===== src/rtl/axis_pipe_cfg.svh =====
// ---------------------------------------------------------------------
// Build-time configuration of the AXI-Stream register pipeline
// Data width must be a whole number of bytes
// Ready reset policy names a value of axis_slice_pkg::ready_rst_e,
// so that package must be compiled before any user of the policy
// ---------------------------------------------------------------------

`ifndef AXIS_PIPE_CFG_SVH
`define AXIS_PIPE_CFG_SVH

// ---------------------------------------------------------------------
// Beat geometry
// ---------------------------------------------------------------------

// Width of tdata in bits
`define AXIS_DATA_W 32

// One keep bit per data byte
`define AXIS_KEEP_W (`AXIS_DATA_W / 8)

// ---------------------------------------------------------------------
// Reset behavior
// ---------------------------------------------------------------------

// Level of the registered input ready while reset is held
`define AXIS_READY_RST axis_slice_pkg::READY_LOW_IN_RST

`endif


===== src/rtl/axis_slice_pkg.sv =====
// ---------------------------------------------------------------------
// Types that describe how a register slice behaves
// ---------------------------------------------------------------------

`default_nettype none

`include "axis_pipe_cfg.svh"

package axis_slice_pkg;

   // Input ready level while reset is held
   typedef enum logic {
      READY_LOW_IN_RST  = 1'b0,
      READY_HIGH_IN_RST = 1'b1
   } ready_rst_e;

   // Where the skid stage takes its next output beat from
   typedef enum logic {
      SRC_LIVE = 1'b0,
      SRC_SKID = 1'b1
   } src_sel_e;

endpackage

`default_nettype wire


===== src/rtl/axis_beat_pkg.sv =====
// ---------------------------------------------------------------------
// Field types of one AXI-Stream beat
// Widths come from the pipeline configuration header
// ---------------------------------------------------------------------

`default_nettype none

`include "axis_pipe_cfg.svh"

package axis_beat_pkg;

   // ------------------------------------------------------------------
   // Payload fields
   // ------------------------------------------------------------------

   // One data word, byte 0 in the low bits
   typedef logic [`AXIS_DATA_W-1:0] data_t;

   // Byte qualifiers, bit n covers data byte n
   typedef logic [`AXIS_KEEP_W-1:0] keep_t;

   // The last flag travels as a plain logic bit

endpackage

`default_nettype wire


===== src/rtl/axis_skid_stage.sv =====
// ---------------------------------------------------------------------
// Skid-buffer stage, input ready is a flop and reaches the source
// one cycle late; one beat of skid storage covers that cycle
// Registered outputs, latency one cycle when the output is free
// Skid register samples every cycle ready is high, idle cycles too
// ---------------------------------------------------------------------

`timescale 1ns/1ps
`default_nettype none

`include "axis_pipe_cfg.svh"

module axis_skid_stage #(
   parameter axis_slice_pkg::ready_rst_e ready_rst = `AXIS_READY_RST
) (
   input  logic                  clk,
   input  logic                  rst_n,

   // Upstream side
   input  logic                  s_valid,
   input  axis_beat_pkg::data_t  s_data,
   input  axis_beat_pkg::keep_t  s_keep,
   input  logic                  s_last,
   output logic                  s_ready,

   // Downstream side
   output logic                  m_valid,
   output axis_beat_pkg::data_t  m_data,
   output axis_beat_pkg::keep_t  m_keep,
   output logic                  m_last,
   input  logic                  m_ready
);

   // Output register can take a new beat this cycle
   logic                      out_free;

   // Source select of the output mux
   axis_slice_pkg::src_sel_e  src_sel;

   // Skid register, one beat
   logic                      skid_valid;
   axis_beat_pkg::data_t      skid_data;
   axis_beat_pkg::keep_t      skid_keep;
   logic                      skid_last;

   // Beat picked for the output register
   logic                      sel_valid;
   axis_beat_pkg::data_t      sel_data;
   axis_beat_pkg::keep_t      sel_keep;
   logic                      sel_last;

   // ------------------------------------------------------------------
   // Registered ready
   // ------------------------------------------------------------------

   assign out_free = m_ready || !m_valid;

   always_ff @(posedge clk) begin
      if (!rst_n) begin
         s_ready <= (ready_rst == axis_slice_pkg::READY_HIGH_IN_RST);
      end else begin
         s_ready <= out_free;
      end
   end

   // ------------------------------------------------------------------
   // Source select
   // ------------------------------------------------------------------

   // With ready low in reset, the live input is not trusted on the
   // first cycle out of reset, since a held beat has not transferred yet.
   // With ready high in reset that cycle can already transfer,
   // so the live path is used from the start
   always_ff @(posedge clk) begin
      if (!rst_n) begin
         if (ready_rst == axis_slice_pkg::READY_HIGH_IN_RST) begin
            src_sel <= axis_slice_pkg::SRC_LIVE;
         end else begin
            src_sel <= axis_slice_pkg::SRC_SKID;
         end
      end else if (out_free) begin
         src_sel <= axis_slice_pkg::SRC_LIVE;
      end else if (s_ready) begin
         // Output stalled while the source still saw ready high
         src_sel <= axis_slice_pkg::SRC_SKID;
      end
   end

   // ------------------------------------------------------------------
   // Skid register
   // ------------------------------------------------------------------

   always_ff @(posedge clk) begin
      if (!rst_n) begin
         skid_valid <= 1'b0;
      end else if (s_ready) begin
         skid_valid <= s_valid;
      end
   end

   always_ff @(posedge clk) begin
      if (s_ready) begin
         skid_data <= s_data;
         skid_keep <= s_keep;
         skid_last <= s_last;
      end
   end

   always_comb begin
      if (src_sel == axis_slice_pkg::SRC_SKID) begin
         sel_valid = skid_valid;
         sel_data  = skid_data;
         sel_keep  = skid_keep;
         sel_last  = skid_last;
      end else begin
         sel_valid = s_valid;
         sel_data  = s_data;
         sel_keep  = s_keep;
         sel_last  = s_last;
      end
   end

   // ------------------------------------------------------------------
   // Output register
   // ------------------------------------------------------------------

   always_ff @(posedge clk) begin
      if (!rst_n) begin
         m_valid <= 1'b0;
      end else if (out_free) begin
         m_valid <= sel_valid;
      end
   end

   always_ff @(posedge clk) begin
      if (out_free) begin
         m_data <= sel_data;
         m_keep <= sel_keep;
         m_last <= sel_last;
      end
   end

endmodule

`default_nettype wire


===== src/rtl/axis_reg_stage.sv =====
// ---------------------------------------------------------------------
// Full register slice, cuts valid and data but not ready
// Input ready is combinational from m_ready
// One beat of storage, latency one cycle, full rate when m_ready holds
// ---------------------------------------------------------------------

`timescale 1ns/1ps
`default_nettype none

`include "axis_pipe_cfg.svh"

module axis_reg_stage (
   input  logic                  clk,
   input  logic                  rst_n,

   // Upstream side
   input  logic                  s_valid,
   input  axis_beat_pkg::data_t  s_data,
   input  axis_beat_pkg::keep_t  s_keep,
   input  logic                  s_last,
   output logic                  s_ready,

   // Downstream side
   output logic                  m_valid,
   output axis_beat_pkg::data_t  m_data,
   output axis_beat_pkg::keep_t  m_keep,
   output logic                  m_last,
   input  logic                  m_ready
);

   // Register is empty or its beat leaves this cycle
   logic load;

   assign load    = !m_valid || m_ready;
   assign s_ready = load;

   // ------------------------------------------------------------------
   // Valid flag
   // ------------------------------------------------------------------

   always_ff @(posedge clk) begin
      if (!rst_n) begin
         m_valid <= 1'b0;
      end else if (load) begin
         m_valid <= s_valid;
      end
   end

   // ------------------------------------------------------------------
   // Beat payload
   // ------------------------------------------------------------------

   // Loads on idle cycles too, the contents only matter with m_valid
   always_ff @(posedge clk) begin
      if (load) begin
         m_data <= s_data;
         m_keep <= s_keep;
         m_last <= s_last;
      end
   end

endmodule

`default_nettype wire


===== src/rtl/axis_pipe.sv =====
// ---------------------------------------------------------------------
// Two-stage AXI-Stream pipeline for long routes
// Skid stage first, so s_ready comes from a flop
// Register stage last, so m_valid and the beat come from flops
// Latency at least two cycles, one beat per cycle with a free sink
// ---------------------------------------------------------------------

`timescale 1ns/1ps
`default_nettype none

`include "axis_pipe_cfg.svh"

module axis_pipe (
   input  logic                  clk,
   input  logic                  rst_n,

   // Stream in
   input  logic                  s_valid,
   input  axis_beat_pkg::data_t  s_data,
   input  axis_beat_pkg::keep_t  s_keep,
   input  logic                  s_last,
   output logic                  s_ready,

   // Stream out
   output logic                  m_valid,
   output axis_beat_pkg::data_t  m_data,
   output axis_beat_pkg::keep_t  m_keep,
   output logic                  m_last,
   input  logic                  m_ready
);

   // ------------------------------------------------------------------
   // Link between the two stages
   // ------------------------------------------------------------------

   logic                  mid_valid;
   axis_beat_pkg::data_t  mid_data;
   axis_beat_pkg::keep_t  mid_keep;
   logic                  mid_last;
   logic                  mid_ready;

   // ------------------------------------------------------------------
   // Stage 1, cuts the ready path
   // ------------------------------------------------------------------

   axis_skid_stage #(
      .ready_rst (`AXIS_READY_RST)
   ) skid_i (
      .clk     (clk),
      .rst_n   (rst_n),

      .s_valid (s_valid),
      .s_data  (s_data),
      .s_keep  (s_keep),
      .s_last  (s_last),
      .s_ready (s_ready),

      .m_valid (mid_valid),
      .m_data  (mid_data),
      .m_keep  (mid_keep),
      .m_last  (mid_last),
      .m_ready (mid_ready)
   );

   // ------------------------------------------------------------------
   // Stage 2, cuts the valid and data path
   // ------------------------------------------------------------------

   // Its combinational ready lands on the flop inside the skid stage
   axis_reg_stage reg_i (
      .clk     (clk),
      .rst_n   (rst_n),

      .s_valid (mid_valid),
      .s_data  (mid_data),
      .s_keep  (mid_keep),
      .s_last  (mid_last),
      .s_ready (mid_ready),

      .m_valid (m_valid),
      .m_data  (m_data),
      .m_keep  (m_keep),
      .m_last  (m_last),
      .m_ready (m_ready)
   );

endmodule

`default_nettype wire


===== config.mk =====
export PLATFORM = sky130hd
export DESIGN_NAME = axis_pipe
export DESIGN_NICKNAME = d
export VERILOG_FILES = /design/src/rtl/axis_slice_pkg.sv /design/src/rtl/axis_beat_pkg.sv /design/src/rtl/axis_skid_stage.sv /design/src/rtl/axis_reg_stage.sv /design/src/rtl/axis_pipe.sv
export VERILOG_INCLUDE_DIRS = /design/src /design/src/rtl
export SDC_FILE = /design/constraint.sdc
export NUM_CORES = 1
export LEC_CHECK = 0
export BUFFER_PORTS_ARGS = -buffer_cell sky130_fd_sc_hd__buf_2
export CAP_MARGIN = 40
export CELL_PAD_IN_SITES_DETAIL_PLACEMENT = 1
export CELL_PAD_IN_SITES_GLOBAL_PLACEMENT = 1
export CORE_ASPECT_RATIO = 0.8
export CORE_UTILIZATION = 30
export CTS_BUF_LIST = sky130_fd_sc_hd__clkbuf_8
export CTS_CLUSTER_DIAMETER = 30
export DETAILED_ROUTE_END_ITERATION = 16
export GPL_ROUTABILITY_DRIVEN = 1
export PLACE_DENSITY = 0.54
export SYNTH_ARGS = -nofsm -noshare
export SYNTH_HDL_FRONTEND = slang
export SYNTH_HIERARCHICAL = 1
export SYNTH_SLANG_ARGS = --single-unit

===== constraint.sdc =====
create_clock -name clk -period 3 [get_ports clk]
set_input_delay 0.6 -clock clk [delete_from_list [all_inputs] [get_ports clk]]
set_output_delay 0.6 -clock clk [all_outputs]
set_load 0.02 [all_outputs]

==> reports/results.tsv <==
metric	value	unit
crit_chain	buf_2	
final_area	5004	um^2
syn2layout_area_growth	24.93	%
hp-start	s_keep[3]	
root_buffer	clkbuf_8	
critPathLaunchType	register	
postCtsSetupRepairBufs	0	
min_to	skid_i/skid_keep[3]	
slew_viol_final	0	
firstDrtPassIters	4	
use_met3	0.04521	
mostFrequentLayoutCells	111 x edfxtp_1, 79 x buf_2, 28 x mux2_2, 17 x clkbuf_8, 9 x mux2_4	
post-dp-hpwl	4366	um
grt_pass1_wl	10840	um
end_kind	primary output	
utilization	0.3860	
cp_num_buf_inv	1	
synth_seq_cells	116	
die_h	105.3	um
clock_latency	0.42	ns
seq_area_frac_synth	0.8572	
slew_headroom	0.6547	
cp_max_fo	17	
rsz0062_at_grt	no	
peakVddDrop	0.2160	mV
grt_pass1_vias	1971	
hold_violations	0	
cts_resized	0	
fin_nets	307	
finalSetupTns	0	ns
grtUsageMet1	0.1254	
fin_ws	1.074	ns
dp_slack	1.196	ns
finalClockSkew	0.008119	ns
pwr_density_cell	707.1	nW/um^2
critPathKind	register to primary output	
ant_nets	0	
rows	37	
htree_num_levels	4	
max_freq	0.5192	GHz
grt_max_degree	39	
synth_nets	209	
p_leak	1.925	nW
r2r-end	skid_i/m_data[7]	
setup_viol	0	
grt-ovfl-total	0	
cts_hold_buf	0	
cpMaxStageDelayCell	dfxtp_2	
synthCells	168	
use_met2	0.1725	
antenna_found_initial	0	
path_clk_slew	0.07	ns
fin_crit_sh	0.6420	
initial_core_util	0.3090	
die_w	131.2	um
cpPeakStageDelay	0.65	ns
synth_area	4005	um^2
rrSetupSlack	1.30	ns
drcViolationCount	0	
mostFrequentLayoutCell	edfxtp_1	
worstReg2RegStart	skid_i/src_sel	
r2r_cells	2	
diodes	0	
ys_types	16	
clockBufferDepth	2	
vias_per_cell	4.084	
finalWeightedCongestion	0.6428	
dieArea	13820	um^2
dr_total_vias	1850	
busiest_layer	met2	
wl	6888	um
cts_tree	yes	
place_area	4629	um^2
cp.required	2.40	ns
track_usage	0.1102	
status	completed	
worst_slew_pin_slew	0.5180	ns
cp.arrival	1.33	ns
avgRoutedWirePerCell	15.21	um
ios	80	
drt-initial-drc-count	108	
drive_above_1_share	0.5540	
fin_crit	1.926	ns
crit_family	flip-flops	
synth_warnings	6	
layout.cells.non_filler	453	
hold_depth	1	
cap_violations	0	
cts_buffers	17	
hp-class	primary input to register	
syn_avg_cell_area	23.84	um^2
dpl.cell_count	422	
core	12960	um^2
cts_sinks	116	
numPortBuffers	79	
-- Yosys cell counts (all sizes together) --
master | count | share of area
nand2b | 2 | 0.0050
o21ai | 1 | 0.0012
nor2 | 1 | 0.00094
mux2i | 2 | 0.0050
and2 | 1 | 0.0016
buf | 4 | 0.0094
a21boi | 2 | 0.0047
nor2b | 1 | 0.0016
inv | 1 | 0.00094
mux2 | 37 | 0.11
dfxtp | 5 | 0.025
edfxtp | 111 | 0.83
-- per-layer routing --
| layer | share of wire | vias up |
|---|---|---|
| met5 | 0 | - |
| met4 | 0.016 | 0 |
| met3 | 0.062 | 11 |
| met2 | 0.48 | 59 |
| met1 | 0.44 | 915 |
| li1 | - | 865 |
-- sequential cells by signal, summed over array words and instances (netlist names) --
name,count
reg_i/m_last,1
skid_i/skid_last,1
skid_i/m_valid,1
skid_i/src_sel,1
reg_i/m_valid,1
skid_i/m_keep,4
skid_i/skid_valid,1
reg_i/m_keep,4
skid_i/skid_keep,4
skid_i/m_last,1
skid_i/m_data,32
skid_i/s_ready,1
skid_i/skid_data,32
reg_i/m_data,32
-- cells by family after synthesis --
| group | count (synthesis) | synth area share |
|---|---|---|
| AOI/OAI and AO/OA | 3 | 0.005935 |
| buffers and inverters | 5 | 0.01031 |
| DFF | 116 | 0.8572 |
| muxes | 39 | 0.1175 |
| and+or+nand+nor | 5 | 0.009061 |
-- where the power goes --
group	internal, W	leakage (nW)	total (W)	switching, W
Clock	0.000727	0.186	0.00135	0.000620
Combinational	0.000100	0.555	0.000230	0.000130
Sequential	0.00192	1.18	0.00196	0.0000456
Total	0.00274	1.93	0.00354	0.000796
-- how the worst max path moves through the flow --
stage / startpoint / endpoint / cells after the start
global route: skid_i/s_ready / s_ready / 1
detailed placement: m_ready / skid_i/m_data[5] / 4
finish: skid_i/s_ready / s_ready / 1
CTS: skid_i/s_ready / s_ready / 1
global placement: m_ready / skid_i/s_ready / 4
floorplan: m_ready / skid_i/m_data[0] / 2
-- per-stage QoR --
step / power [W] / hold WS (ns)
2_1_floorplan: 0.002123 / 0.4003
3_3_place_gp: 0.002225 / 0.4003
3_5_place_dp: 0.002233 / 0.4052
4_1_cts: 0.003597 / 0.3340
5_1_grt: 0.003679 / 0.3379
6_report: 0.003538 / 0.3693
-- final cells by class --
cell class	count	area, um^2
inverters	1	3.754
clock inverters	14	140.1
fillers	1322	7959
repair buffers	83	437.9
flip-flops and latches	116	3436
multi-input cells	47	533.0
well taps	175	219.0
clock buffers	17	234.0
Note: power is estimated with default switching activity, not from simulation.
